$ cat src/hdl/tri_setup_pkg.sv
package tri_setup_pkg;

	//////////////////////////////////////////////////////////////////////
	// widths and latencies
	//////////////////////////////////////////////////////////////////////

	localparam int COORD_W     = 12;
	localparam int ROW_W       = 10;                    // y without its two low bits
	localparam int FRAC_W      = 10;
	localparam int SLOPE_W     = 24;                    // signed 13.10 plus headroom
	localparam int QUOT_BITS   = 23;                    // 13 bit magnitude << FRAC_W
	localparam int DIV_LATENCY = QUOT_BITS + 1;         // issue register + divider stages
	localparam int SLOT_CYCLES = 4;
	localparam int POP_TO_PUSH = DIV_LATENCY + 4;
	localparam int HDR_W       = 2 * COORD_W + 3 * ROW_W;

	//////////////////////////////////////////////////////////////////////
	// vector types
	//////////////////////////////////////////////////////////////////////

	typedef logic [COORD_W-1:0] coord_t;
	typedef logic [ROW_W-1:0] row_t;
	typedef logic [COORD_W:0] delta_t;                  // two's complement difference
	typedef logic [SLOPE_W-1:0] slope_t;

	// x1 x2 x3 y1 y2 y3, x1 in the MSBs
	typedef logic [6*COORD_W-1:0] vtx_word_t;

	// x_left_start, x_right_start, y_top_row, y_mid_row, y_end_row
	typedef logic [HDR_W-1:0] tri_hdr_t;

	// header, m_long, m_top, m_bottom
	typedef logic [HDR_W+3*SLOPE_W-1:0] tri_word_t;

	//////////////////////////////////////////////////////////////////////
	// enums
	//////////////////////////////////////////////////////////////////////

	typedef enum logic [1:0] {
		PH_FETCH,
		PH_LONG,
		PH_TOP,
		PH_BOTTOM
	} phase_t;

	typedef enum logic [1:0] {
		EDGE_LONG,
		EDGE_TOP,
		EDGE_BOTTOM
	} edge_t;

endpackage
$ cat src/hdl/tri_setup_top.sv
`timescale 1ns/10ps

module tri_setup_top (
	input  logic                     clk100,
	input  logic                     rst_n,
	input  logic                     next_frame,
	input  tri_setup_pkg::vtx_word_t vtx_data,
	input  logic                     vtx_empty,
	input  logic                     tri_wait,
	output logic                     vtx_pop,
	output tri_setup_pkg::tri_word_t tri_data,
	output logic                     tri_push
);
	import tri_setup_pkg::*;

	phase_t   phase;
	logic     sort_valid;
	coord_t   x_top;
	coord_t   x_mid;
	coord_t   x_bot;
	coord_t   y_top;
	coord_t   y_mid;
	coord_t   y_bot;
	logic     div_valid;
	delta_t   div_dividend;
	delta_t   div_divisor;
	edge_t    div_edge;
	tri_hdr_t div_hdr;
	logic     res_valid;
	slope_t   res_slope;
	edge_t    res_edge;
	tri_hdr_t res_hdr;

	setup_sequencer u_seq (
		.clk100     (clk100),
		.rst_n      (rst_n),
		.next_frame (next_frame),
		.vtx_empty  (vtx_empty),
		.tri_wait   (tri_wait),
		.phase      (phase),
		.vtx_pop    (vtx_pop)
	);

	vertex_sort u_sort (
		.clk100     (clk100),
		.rst_n      (rst_n),
		.next_frame (next_frame),
		.vtx_pop    (vtx_pop),
		.vtx_data   (vtx_data),
		.sort_valid (sort_valid),
		.x_top      (x_top),
		.x_mid      (x_mid),
		.x_bot      (x_bot),
		.y_top      (y_top),
		.y_mid      (y_mid),
		.y_bot      (y_bot)
	);

	slope_issue u_issue (
		.clk100       (clk100),
		.rst_n        (rst_n),
		.next_frame   (next_frame),
		.phase        (phase),
		.sort_valid   (sort_valid),
		.x_top        (x_top),
		.x_mid        (x_mid),
		.x_bot        (x_bot),
		.y_top        (y_top),
		.y_mid        (y_mid),
		.y_bot        (y_bot),
		.div_valid    (div_valid),
		.div_dividend (div_dividend),
		.div_divisor  (div_divisor),
		.div_edge     (div_edge),
		.div_hdr      (div_hdr)
	);

	// shared divider, header rides along as side data
	slope_divider #(
		.QUOT_BITS (QUOT_BITS),
		.SIDE_W    (HDR_W)
	) u_div (
		.clk100     (clk100),
		.rst_n      (rst_n),
		.next_frame (next_frame),
		.in_valid   (div_valid),
		.dividend   (div_dividend),
		.divisor    (div_divisor),
		.in_edge    (div_edge),
		.in_side    (div_hdr),
		.out_valid  (res_valid),
		.quotient   (res_slope),
		.out_edge   (res_edge),
		.out_side   (res_hdr)
	);

	slope_collect u_collect (
		.clk100     (clk100),
		.rst_n      (rst_n),
		.next_frame (next_frame),
		.res_valid  (res_valid),
		.res_slope  (res_slope),
		.res_edge   (res_edge),
		.res_hdr    (res_hdr),
		.tri_data   (tri_data),
		.tri_push   (tri_push)
	);

endmodule

$ cat src/hdl/slope_collect.sv
`timescale 1ns/10ps

module slope_collect (
	input  logic                     clk100,
	input  logic                     rst_n,
	input  logic                     next_frame,
	input  logic                     res_valid,
	input  tri_setup_pkg::slope_t    res_slope,
	input  tri_setup_pkg::edge_t     res_edge,
	input  tri_setup_pkg::tri_hdr_t  res_hdr,
	output tri_setup_pkg::tri_word_t tri_data,
	output logic                     tri_push
);
	import tri_setup_pkg::*;

	slope_t m_long;
	slope_t m_top;

	// results of one triangle arrive on three consecutive cycles
	always_ff @(posedge clk100)
	begin
		if (res_valid)
		begin
			case (res_edge)
				EDGE_LONG:   m_long <= res_slope;
				EDGE_TOP:    m_top <= res_slope;
				EDGE_BOTTOM: tri_data <= {res_hdr, m_long, m_top, res_slope};
				default:     ;
			endcase
		end
	end

	// push strobe, no back-pressure from the output FIFO
	always_ff @(posedge clk100 or negedge rst_n)
	begin
		if (!rst_n)
			tri_push <= 1'b0;
		else if (next_frame)
			tri_push <= 1'b0;
		else
			tri_push <= res_valid && (res_edge == EDGE_BOTTOM);
	end

endmodule

$ cat src/hdl/slope_divider.sv
`timescale 1ns/10ps

module slope_divider #(
	parameter int QUOT_BITS = tri_setup_pkg::QUOT_BITS,
	parameter int SIDE_W    = tri_setup_pkg::HDR_W
) (
	input  logic                  clk100,
	input  logic                  rst_n,
	input  logic                  next_frame,
	input  logic                  in_valid,
	input  tri_setup_pkg::delta_t dividend,
	input  tri_setup_pkg::delta_t divisor,
	input  tri_setup_pkg::edge_t  in_edge,
	input  logic [SIDE_W-1:0]     in_side,
	output logic                  out_valid,
	output tri_setup_pkg::slope_t quotient,
	output tri_setup_pkg::edge_t  out_edge,
	output logic [SIDE_W-1:0]     out_side
);
	import tri_setup_pkg::*;

	localparam int MAG_W = $bits(delta_t);

	logic [MAG_W-1:0]     mag_dvd;
	logic [MAG_W-1:0]     mag_dvs;
	logic [QUOT_BITS-1:0] num_in;

	// stage registers, the last stage writes the outputs instead
	logic                 st_valid [QUOT_BITS-1];
	edge_t                st_edge  [QUOT_BITS-1];
	logic [SIDE_W-1:0]    st_side  [QUOT_BITS-1];
	logic [MAG_W-1:0]     st_rem   [QUOT_BITS-1];
	logic [QUOT_BITS-1:0] st_num   [QUOT_BITS-1];  // numerator in, quotient bits shift in
	logic [MAG_W-1:0]     st_dvs   [QUOT_BITS-1];
	logic                 st_neg   [QUOT_BITS-1];

	assign mag_dvd = dividend[MAG_W-1] ? (~dividend + 1'b1) : dividend;
	assign mag_dvs = divisor[MAG_W-1] ? (~divisor + 1'b1) : divisor;
	assign num_in  = QUOT_BITS'({mag_dvd, {FRAC_W{1'b0}}});   // scale to 10 fraction bits

	//////////////////////////////////////////////////////////////////////
	// restoring chain, one quotient bit per stage
	//////////////////////////////////////////////////////////////////////

	for (genvar k = 0; k < QUOT_BITS; k++)
	begin : g_stage
		logic                 p_valid;
		edge_t                p_edge;
		logic [SIDE_W-1:0]    p_side;
		logic [MAG_W-1:0]     p_rem;
		logic [QUOT_BITS-1:0] p_num;
		logic [MAG_W-1:0]     p_dvs;
		logic                 p_neg;
		logic [MAG_W:0]       trial;
		logic                 q_bit;
		logic [MAG_W-1:0]     n_rem;
		logic [QUOT_BITS-1:0] n_num;

		if (k == 0)
		begin : g_head
			assign p_valid = in_valid;
			assign p_edge  = in_edge;
			assign p_side  = in_side;
			assign p_rem   = '0;
			assign p_num   = num_in;
			assign p_dvs   = mag_dvs;
			assign p_neg   = dividend[MAG_W-1] ^ divisor[MAG_W-1];
		end
		else
		begin : g_link
			assign p_valid = st_valid[k-1];
			assign p_edge  = st_edge[k-1];
			assign p_side  = st_side[k-1];
			assign p_rem   = st_rem[k-1];
			assign p_num   = st_num[k-1];
			assign p_dvs   = st_dvs[k-1];
			assign p_neg   = st_neg[k-1];
		end

		assign trial = {p_rem, p_num[QUOT_BITS-1]};       // bring down next bit
		assign q_bit = trial >= {1'b0, p_dvs};
		assign n_rem = MAG_W'(q_bit ? (trial - {1'b0, p_dvs}) : trial);
		assign n_num = {p_num[QUOT_BITS-2:0], q_bit};

		if (k < QUOT_BITS - 1)
		begin : g_mid
			always_ff @(posedge clk100 or negedge rst_n)
			begin
				if (!rst_n)
					st_valid[k] <= 1'b0;
				else if (next_frame)
					st_valid[k] <= 1'b0;
				else
					st_valid[k] <= p_valid;
			end

			always_ff @(posedge clk100)
			begin
				st_edge[k] <= p_edge;
				st_side[k] <= p_side;
				st_rem[k]  <= n_rem;
				st_num[k]  <= n_num;
				st_dvs[k]  <= p_dvs;
				st_neg[k]  <= p_neg;
			end
		end
		else
		begin : g_last
			always_ff @(posedge clk100 or negedge rst_n)
			begin
				if (!rst_n)
					out_valid <= 1'b0;
				else if (next_frame)
					out_valid <= 1'b0;
				else
					out_valid <= p_valid;
			end

			// dy = 0 gives a flat slope
			always_ff @(posedge clk100)
			begin
				out_edge <= p_edge;
				out_side <= p_side;
				if (p_dvs == '0)
					quotient <= '0;
				else if (p_neg)
					quotient <= -slope_t'(n_num);
				else
					quotient <= slope_t'(n_num);
			end
		end
	end

endmodule

$ cat src/hdl/slope_issue.sv
`timescale 1ns/10ps

module slope_issue (
	input  logic                    clk100,
	input  logic                    rst_n,
	input  logic                    next_frame,
	input  tri_setup_pkg::phase_t   phase,
	input  logic                    sort_valid,
	input  tri_setup_pkg::coord_t   x_top,
	input  tri_setup_pkg::coord_t   x_mid,
	input  tri_setup_pkg::coord_t   x_bot,
	input  tri_setup_pkg::coord_t   y_top,
	input  tri_setup_pkg::coord_t   y_mid,
	input  tri_setup_pkg::coord_t   y_bot,
	output logic                    div_valid,
	output tri_setup_pkg::delta_t   div_dividend,
	output tri_setup_pkg::delta_t   div_divisor,
	output tri_setup_pkg::edge_t    div_edge,
	output tri_setup_pkg::tri_hdr_t div_hdr
);
	import tri_setup_pkg::*;

	delta_t   dx_long;
	delta_t   dy_long;
	delta_t   dx_top;
	delta_t   dy_top;
	delta_t   dx_bot;
	delta_t   dy_bot;
	row_t     row_top;
	row_t     row_mid;
	row_t     row_end;
	coord_t   x_right;
	tri_hdr_t hdr;
	logic     slot_live;
	logic     issue;

	//////////////////////////////////////////////////////////////////////
	// edge deltas, zero extended so the difference fits delta_t
	//////////////////////////////////////////////////////////////////////

	assign dx_long = {1'b0, x_bot} - {1'b0, x_top};
	assign dy_long = {1'b0, y_bot} - {1'b0, y_top};
	assign dx_top  = {1'b0, x_mid} - {1'b0, x_top};
	assign dy_top  = {1'b0, y_mid} - {1'b0, y_top};
	assign dx_bot  = {1'b0, x_bot} - {1'b0, x_mid};
	assign dy_bot  = {1'b0, y_bot} - {1'b0, y_mid};

	// coarse rows
	assign row_top = y_top[COORD_W-1:2];
	assign row_mid = y_mid[COORD_W-1:2];
	assign row_end = y_bot[COORD_W-1:2];

	// flat top starts the right edge at the mid vertex
	assign x_right = (row_top == row_mid) ? x_mid : x_top;
	assign hdr     = {x_top, x_right, row_top, row_mid, row_end};

	// sort_valid only lasts the long cycle, slot_live covers the rest
	assign issue = (phase == PH_LONG) ? sort_valid : ((phase != PH_FETCH) && slot_live);

	always_ff @(posedge clk100 or negedge rst_n)
	begin
		if (!rst_n)
		begin
			slot_live <= 1'b0;
			div_valid <= 1'b0;
		end
		else if (next_frame)
		begin
			slot_live <= 1'b0;
			div_valid <= 1'b0;
		end
		else
		begin
			if (phase == PH_LONG)
				slot_live <= sort_valid;
			div_valid <= issue;
		end
	end

	// one division per phase
	always_ff @(posedge clk100)
	begin
		if (issue)
		begin
			case (phase)
				PH_LONG:
				begin
					div_dividend <= dx_long;
					div_divisor  <= dy_long;
					div_edge     <= EDGE_LONG;
				end
				PH_TOP:
				begin
					div_dividend <= dx_top;
					div_divisor  <= dy_top;
					div_edge     <= EDGE_TOP;
				end
				default:                    // PH_BOTTOM, fetch never issues
				begin
					div_dividend <= dx_bot;
					div_divisor  <= dy_bot;
					div_edge     <= EDGE_BOTTOM;
				end
			endcase
			div_hdr <= hdr;
		end
	end

endmodule

$ cat src/hdl/vertex_sort.sv
`timescale 1ns/10ps

module vertex_sort (
	input  logic                     clk100,
	input  logic                     rst_n,
	input  logic                     next_frame,
	input  logic                     vtx_pop,
	input  tri_setup_pkg::vtx_word_t vtx_data,
	output logic                     sort_valid,
	output tri_setup_pkg::coord_t    x_top,
	output tri_setup_pkg::coord_t    x_mid,
	output tri_setup_pkg::coord_t    x_bot,
	output tri_setup_pkg::coord_t    y_top,
	output tri_setup_pkg::coord_t    y_mid,
	output tri_setup_pkg::coord_t    y_bot
);
	import tri_setup_pkg::*;

	coord_t     vx [3];
	coord_t     vy [3];
	logic       a_le_b;
	logic       a_le_c;
	logic       b_le_c;
	logic [1:0] i_top;
	logic [1:0] i_mid;
	logic [1:0] i_bot;

	// unpack, vertex 1 sits highest in the word
	always_comb
	begin
		for (int i = 0; i < 3; i++)
		begin
			vx[i] = vtx_data[(5-i)*COORD_W +: COORD_W];
			vy[i] = vtx_data[(2-i)*COORD_W +: COORD_W];
		end
	end

	assign a_le_b = vy[0] <= vy[1];
	assign a_le_c = vy[0] <= vy[2];
	assign b_le_c = vy[1] <= vy[2];

	// pick one of six orders; <= keeps equal y in input order
	always_comb
	begin
		case ({a_le_b, a_le_c, b_le_c})
			3'b111:  {i_top, i_mid, i_bot} = {2'd0, 2'd1, 2'd2};
			3'b110:  {i_top, i_mid, i_bot} = {2'd0, 2'd2, 2'd1};
			3'b011:  {i_top, i_mid, i_bot} = {2'd1, 2'd0, 2'd2};
			3'b100:  {i_top, i_mid, i_bot} = {2'd2, 2'd0, 2'd1};
			3'b001:  {i_top, i_mid, i_bot} = {2'd1, 2'd2, 2'd0};
			3'b000:  {i_top, i_mid, i_bot} = {2'd2, 2'd1, 2'd0};
			default: {i_top, i_mid, i_bot} = {2'd0, 2'd1, 2'd2};  // 010/101 cannot occur
		endcase
	end

	always_ff @(posedge clk100 or negedge rst_n)
	begin
		if (!rst_n)
			sort_valid <= 1'b0;
		else if (next_frame)
			sort_valid <= 1'b0;
		else
			sort_valid <= vtx_pop;
	end

	// held until the next pop, slope_issue reads it for three cycles
	always_ff @(posedge clk100)
	begin
		if (vtx_pop)
		begin
			x_top <= vx[i_top];
			x_mid <= vx[i_mid];
			x_bot <= vx[i_bot];
			y_top <= vy[i_top];
			y_mid <= vy[i_mid];
			y_bot <= vy[i_bot];
		end
	end

endmodule

$ cat src/hdl/setup_sequencer.sv
`timescale 1ns/10ps

module setup_sequencer (
	input  logic                  clk100,
	input  logic                  rst_n,
	input  logic                  next_frame,
	input  logic                  vtx_empty,
	input  logic                  tri_wait,
	output tri_setup_pkg::phase_t phase,
	output logic                  vtx_pop
);
	import tri_setup_pkg::*;

	// one triangle slot every four cycles, fetch first
	always_ff @(posedge clk100 or negedge rst_n)
	begin
		if (!rst_n)
			phase <= PH_FETCH;
		else if (next_frame)
			phase <= PH_FETCH;          // restart slot on frame flush
		else
			phase <= phase_t'(phase + 2'd1);  // wraps PH_BOTTOM -> PH_FETCH
	end

	// wait and empty only matter in the fetch cycle
	// no fetch while the frame flushes, the word would be dropped
	assign vtx_pop = (phase == PH_FETCH) && !vtx_empty && !tri_wait && !next_frame;

endmodule

$ cat config.mk
export PLATFORM = sky130hd
export DESIGN_NAME = tri_setup_top
export DESIGN_NICKNAME = d
export VERILOG_FILES = /design/src/hdl/tri_setup_pkg.sv /design/src/hdl/tri_setup_top.sv /design/src/hdl/slope_collect.sv /design/src/hdl/slope_divider.sv /design/src/hdl/slope_issue.sv /design/src/hdl/vertex_sort.sv /design/src/hdl/setup_sequencer.sv
export SDC_FILE = /design/constraint.sdc
export NUM_CORES = 2
export LEC_CHECK = 0
export BUFFER_PORTS_ARGS = -buffer_cell sky130_fd_sc_hd__buf_2
export CAP_MARGIN = 10
export CORE_UTILIZATION = 60
export DETAILED_ROUTE_END_ITERATION = 10
export PLACE_DENSITY = 0.76
export SLEW_MARGIN = 30
export SYNTH_ARGS = -nofsm -noshare
export SYNTH_HDL_FRONTEND = slang
export SYNTH_SLANG_ARGS = --single-unit
$ cat constraint.sdc
create_clock -name clk100 -period 9.8 [get_ports clk100]
set_input_delay 0.49 -clock clk100 [delete_from_list [all_inputs] [get_ports clk100]]
set_output_delay 0.49 -clock clk100 [all_outputs]
set_load 0.03 [all_outputs]
# [Yosys cells after proc, flatten, opt, wreduce, memory -nomap -nowiden]
# Memories as Yosys holds them, arrays and structs flattened. A register that Yosys moved wholly into a read port is not among the register bits.
# Cells that the tools add are included.
[op_classes] n_addsub=32 n_lt_le_gt_ge=29 n_eq_ne=9 muxes=80 bitwise_logic=7 n_reduce_logical=24
[ops] operator="13-bit two-way mux" count=24
[ops] operator="14-bit by 13-bit greater-or-equal comparator with 1-bit output" count=22
[ops] operator="13-bit subtractor" count=21
[ops] operator="12-bit two-way mux" count=13
[ops] operator="12-bit binary-select mux with 2-bit select" count=6
[ops] operator="12-bit by 12-bit subtractor with 13-bit output" count=6
[ops] operator="13-bit case mux with 2 select lines" count=2
[ops] operator="12-bit <= comparator" count=3
[ops] operator="1-bit two-way mux" count=29
[ops] operator="13-bit by 1-bit adder with 13-bit output (second input constant)" count=2
[ops] operator="13-bit inverter" count=2
[ops] operator="23-bit negator with 24-bit output" count=1
[ops] operator="23-bit two-way mux" count=1
[ops] operator="2-bit case mux with 2 select lines" count=4
[ops] operator="2-bit OR reduction" count=7
[ops] operator="1-bit by 13-bit greater-or-equal comparator with 1-bit output" count=1
[ops] operator="13-bit logical NOT" count=1
[ops] operator="1-bit by 13-bit subtractor with 13-bit output" count=1
[ops] operator="10-bit == test" count=1
[ops] operator="3-bit greater-or-equal comparator (second input constant)" count=3
[ops] operator="2-bit inverter with 3-bit output" count=3
[ops] operator="3-bit == test (second input constant)" count=2
[ops] operator="2-bit AND reduction" count=3
[ops] operator="1-bit logical AND" count=5
[ops] operator="12 further kinds" count=18
[word_totals] ff_bits=381 ramBits=2332 in_bits=77 out_inout_bits=128 elab_cells=230 n_memories=6
[memory_table] name="u_div.st_side" depth=22 width=54 read_ports=22 rd_ports_with_merged_regs=1 write_ports=22 line_no="slope_divider.sv:31" rtl="logic [SIDE_W-1:0] st_side [QUOT_BITS-1];"
[memory_table] name="u_div.st_num" depth=22 width=23 read_ports=22 rd_ports_with_merged_regs=0 write_ports=22 line_no="slope_divider.sv:33" rtl="logic [QUOT_BITS-1:0] st_num [QUOT_BITS-1];"
[memory_table] name="u_div.st_dvs" depth=22 width=13 read_ports=22 rd_ports_with_merged_regs=0 write_ports=22 line_no="slope_divider.sv:34" rtl="logic [MAG_W-1:0] st_dvs [QUOT_BITS-1];"
[memory_table] name="u_div.st_rem" depth=22 width=13 read_ports=22 rd_ports_with_merged_regs=0 write_ports=22 line_no="slope_divider.sv:32" rtl="logic [MAG_W-1:0] st_rem [QUOT_BITS-1];"
[memory_table] name="u_div.st_edge" depth=22 width=2 read_ports=22 rd_ports_with_merged_regs=1 write_ports=22 line_no="slope_divider.sv:30" rtl="edge_t st_edge [QUOT_BITS-1];"
[memory_table] name="u_div.st_neg" depth=22 width=1 read_ports=22 rd_ports_with_merged_regs=0 write_ports=22 line_no="slope_divider.sv:35" rtl="logic st_neg [QUOT_BITS-1];"

# [Logic depth before layout (Yosys ltp)]
[logic_depth] ltp_word=8 mapped_depth=15 depth_no_buf=15

# [By module]
# A second synthesis with hierarchy kept.
[hier_totals] hier_cells=5980 hier_area_um2=78041.1
[by_module_without_submodules] module="slope_divider" instances=1 cells_per_inst=4885 area_per_inst_um2=62620.1
[by_module_without_submodules] module="slope_issue" instances=1 cells_per_inst=498 area_per_inst_um2=5504.0
[by_module_without_submodules] module="slope_collect" instances=1 cells_per_inst=179 area_per_inst_um2=5290.1
[by_module_without_submodules] module="vertex_sort" instances=1 cells_per_inst=410 area_per_inst_um2=4529.3
[by_module_without_submodules] module="setup_sequencer" instances=1 cells_per_inst=8 area_per_inst_um2=97.6

# [Least setup slack after synthesis]
# No wires, ideal clock.
[synth_timing] kind="in2reg" startpoint="in next_frame" endpoint="reg u_sort.sort_valid" setup_time_ps=973 arrival_ps=9356 slack_ps=-529 stages=3 path_buffers=2 path_cell_list="clkbuf_1 > clkbuf_1 > nor4b_1"
[synth_via] elab_chain_len=3
[synth_rtl] item="start: declaration" line_no="tri_setup_top.sv:6" rtl="input logic next_frame,"
[synth_rtl] item="1-bit logical NOT" line_no="setup_sequencer.sv:27" rtl="assign vtx_pop = (phase == PH_FETCH) && !vtx_empty && !tri_wait && !next_frame;"
[synth_rtl] item="1-bit logical AND" line_no="setup_sequencer.sv:27"
[synth_rtl] item="net vtx_pop" line_no="tri_setup_top.sv:10" rtl="output logic vtx_pop,"
[synth_rtl] item="1-bit two-way mux" line_no="vertex_sort.sv:60" rtl="else if (next_frame)"
[synth_rtl] item="end signal: assignment" line_no="vertex_sort.sv:63" rtl="sort_valid <= vtx_pop;"
[synth_rtl] item="end: declaration" line_no="vertex_sort.sv:9" rtl="output logic sort_valid,"
# The timed path passes the listed nets, and every way through them passes these cells.
# A chain may end at the register's enable or synchronous reset.

# [Worst setup path after layout]
[layout_timing] startpoint="in vtx_data[22]" endpoint="reg u_sort.y_top[8], data pin"
[layout_via] elab_chain_len=8 word_cells_on_any_way=13 cone_classes="order compare (2); eq/ne (3); mux (4); bitwise (1); reduce/logical (3)"
[layout_rtl] item="start: declaration" line_no="tri_setup_top.sv:7" rtl="input tri_setup_pkg::vtx_word_t vtx_data,"
[layout_rtl] item="12-bit <= comparator (on tied branches)" line_no="vertex_sort.sv:40, vertex_sort.sv:38"
[layout_rtl] item="3-bit == test (tied with other cells)" line_no="vertex_sort.sv:45" rtl="case ({a_le_b, a_le_c, b_le_c})"
[layout_rtl] item="2-bit OR reduction (no source line)"
[layout_rtl] item="2-bit case mux with 2 select lines (*)" line_no="vertex_sort.sv:45"
[layout_rtl] item="2-bit inverter with 3-bit output (implied by the code) (*)" line_no="vertex_sort.sv:74" rtl="y_top <= vy[i_top];"
[layout_rtl] item="12-bit binary-select mux with 2-bit select (*)" line_no="vertex_sort.sv:74"
[layout_rtl] item="12-bit two-way mux (implied by the code) (*) (2 in a row)" line_no="vertex_sort.sv:74"
[layout_rtl] item="end signal: assignment" line_no="vertex_sort.sv:74"
[layout_rtl] item="end: declaration" line_no="vertex_sort.sv:13" rtl="output tri_setup_pkg::coord_t y_top,"
# Every way passes the cells marked *; elsewhere a longest branch is shown, timed or not. The select of a mux whose other input is x is not followed.

==> run metrics <==
crit path cell chain dlygate4sd3_1 -> buf_2 -> inv_1 -> ha_1 -> a21oi_1 -> nand2_1 -> a21o_1 -> o31ai_2 -> buf_4 -> nor2_1 -> buf_4 -> a22oi_1 -> dlygate4sd3_1 -> o21ai_0 -> dlygate4sd3_1; slowest cell delay on critical path 0.73 ns; 1st-iter DRT viols 2836; P&R area growth vs syn 15.2%; CP Capture Type flop; most frequent CP cell dlygate4sd3_1; Worst Max-Slew Pin Slew 0.862 ns; setup tns final 0 ns; vias in the first global route 44800; min-delay worst type input pin to flop; Bufs on Longest Clock Path 3; mapped cell area 0.0788 sq mm; hold_buf cts 76; DR pass1 iterations 9; Final Cycle Share 43.8%; detailed-route DRC error count 0; delay-heaviest family, CP buffers and inverters; Vias 44400; Gates resized, CTS repair 0; Initial Util 60.7%; WL final 146000 microns; TritonCTS clock tree built; sequential-to-total area share from yosys stat 70.2%; maxcap violations 0; fin util 69.9%; P_leak 39.3 nW; Die ar. 0.133 sq mm; routability cong. 0.892; FFs w/ async S/R, synth 1.12%; VDD IR max 200 uV; fin crit period 4.30 ns; core area 0.130 sq mm; Worst Path Buf+Inv 7; post-synth top area share 56.8%; row cnt 132; RSZ-0062 raised after global routing false; Post-layout nets 7125; WS Path Type input pin to flop; Post-synth EDFFs 328; Startpoint Class input pin; Final ANT Viol Nets 0; # Post-CTS Setup Buffers 0; Clock Pin Slew Worst Setup and Hold Paths 0.07 ns; CP arrival 4.92 ns; largest cells by area after synthesis dfxtp_1 (57%), edfxtp_1 (12%), ha_1 (6.0%), inv_1 (2.5%), a21oi_1 (2.4%); Power Dens Cells 281 mW/mm^2; syn_area_per_cell 12.7 sq um; die width 364 microns; status completed; count of final hold-check violations 0; Syn. warnings 0; Post-Syn Nets 6682; cell taking the most area after synthesis dfxtp_1; #FFs+latches synth 2594; Root Buffer clkbuf_16; Cell variety after synth 81; gate count of the mapped netlist 6203; GR Overflow Total 0; CTS sink cnt 2594; Synth Flop Type dfxtp_1; largest net degree at the start of global routing 75; share of cells above drive strength 1 11.1%; I/O pin cnt 205; total CTS buffers 227; htree depth 4; die height 364 microns; global-route wire length before repair 230000 microns; initial antenna violation count 2; Peak Freq 233 MHz; DPL Wire Length 93900 microns; WL/cell 16.9 microns; Clk Latency, worst-skew pair 0.86 ns; total track usage 21.9%; CP max stage cell o31ai_2; clock skew 0.0657 ns; Data required, critical path 10.42 ns; worst-path fanout max 25; setup violators final 0; Slew HR 42.2%; Pins Over Slew Limit 0; Port Buffers 204; DR vias/cell 5.17
-- layer usage --
metal / wire (microns) / vias up / GRT usage, %
met1: 59400 / 20900 / 25.3
met2: 73800 / 1074 / 39.3
met3: 6620 / 345 / 4.33
met5: 11 / - / 0
li1: - / 22100 / -
met4: 5760 / 2 / 9.61
-- flip-flops by register name, summed over array words and instances, names as in the netlist, 44 cells and up --
signal              flops
u_div.st_rem          286
u_div.st_num          331
u_div.out_side         54
u_collect.tri_data    126
u_div.st_side        1188
u_issue.div_hdr        54
u_div.st_dvs          286
u_div.st_edge          44
-- area by class of cell --
class | instances | area [sq um]
diodes | 3 | 7.51
clock buffers | 325 | 6730
clock inverters | 106 | 1320
fillers | 8802 | 39200
inverters | 530 | 1990
multi-input cells | 2983 | 21200
flip-flops and latches | 2594 | 55400
well taps | 1742 | 2180
repair buffers | 310 | 2030
-- cell usage after synthesis, types with 43 or more instances --
master and count:
nor3_1 95, clkbuf_1 85, edfxtp_1 328, o21ai_0 310
a31oi_1 45, nor2_1 267, o21a_1 51, nor2b_1 107
nand2_1 266, xnor2_1 142, mux2_2 96, nand4_1 44
and3_1 43, xor2_1 101, a21oi_1 372, a21o_1 108
inv_1 529, ha_1 377, dfxtp_1 2237, nand3_1 50
-- stage by stage --
| step | hold WS (ns) | total power, W | instance area, sq um | setup WS, ns | instances |
|---|---|---|---|---|---|
| global route | 0.0213 | 0.0268 | 90800 | 5.28 | 8590 |
| CTS | 0.000315 | 0.0257 | 90800 | 5.65 | 8589 |
| floorplan | 0.194 | 0.0154 | 78800 | 2.65 | 6203 |
| detailed placement | 0.312 | 0.0164 | 81900 | 5.59 | 8082 |
| finish | 0.0589 | 0.0256 | 90800 | 5.50 | 8593 |
| global placement | 0.310 | 0.0163 | 81900 | 5.69 | 8082 |
-- cell families (layout without fill, tap and decap cells) --
logic type	after synthesis	after routing	synth area share, %
DFF	2594	2594	70.2
adders and majority gates	402	402	6.62
other	0	3	0
and+or+nand+nor	1021	1021	6.29
muxes	134	134	1.85
buffers and inverters	626	1271	3.01
xor gates and xnor gates	243	243	2.70
AOI/OAI and AO/OA	1183	1183	9.31
-- cells in the final DEF (no fill, tap or decap), types with 45 or more instances in the layout --
| master | instances |
|---|---|
| a21oi_1 | 372 |
| nor2b_1 | 107 |
| a21o_1 | 108 |
| xnor2_1 | 141 |
| edfxtp_1 | 328 |
| nor2_1 | 263 |
| o21a_1 | 51 |
| dfxtp_1 | 2237 |
| o21ai_0 | 309 |
| dlygate4sd3_1 | 76 |
| inv_1 | 529 |
| a31oi_1 | 45 |
| clkbuf_16 | 239 |
| ha_1 | 376 |
| nand2_1 | 265 |
| nand3_1 | 50 |
| nor3_1 | 95 |
| mux2_2 | 96 |
| buf_2 | 204 |
| xor2_1 | 101 |
-- power by group --
| part | internal [W] | switching, W |
|---|---|---|
| registers | 0.0116 | 0.000397 |
| logic | 0.00196 | 0.00238 |
| clock network | 0.00533 | 0.00391 |
-- worst reg2reg max path: cells and delay by family (launching register included) --
family / cells / cell delay, ns
buffers and inverters: 3 / 0.50
multiplexers: 1 / 0.24
adder cells (fa/ha/maj): 3 / 0.72
flip-flops: 1 / 0.40
AO/OA/AOI/OAI: 7 / 1.61
-- path summary, 6_finish.rpt --
kind	from	endpoint	slack, ns	cells past startpoint
max in group asynchronous	rst_n	u_div.g_stage[2].p_valid$_DFF_PN0_	8.99	2
worst min register to register	u_div.st_num[2][23]$_DFF_P_	u_div.st_num[2][47]$_DFF_P_	0.29	0
min in group asynchronous	rst_n	u_collect.tri_push$_DFF_PN0_	0.25	2
worst max-delay path	vtx_data[22]	u_sort.y_top[8]$_DFFE_PP_	5.50	15
worst min-delay path	vtx_data[68]	u_sort.x_top[8]$_DFFE_PP_	0.06	3
worst max register to register	u_seq.phase[0]$_DFF_PN0_	u_issue.div_dividend[12]$_DFFE_PP_	6.18	14
No activity file was read; power rests on OpenSTA's default activity.
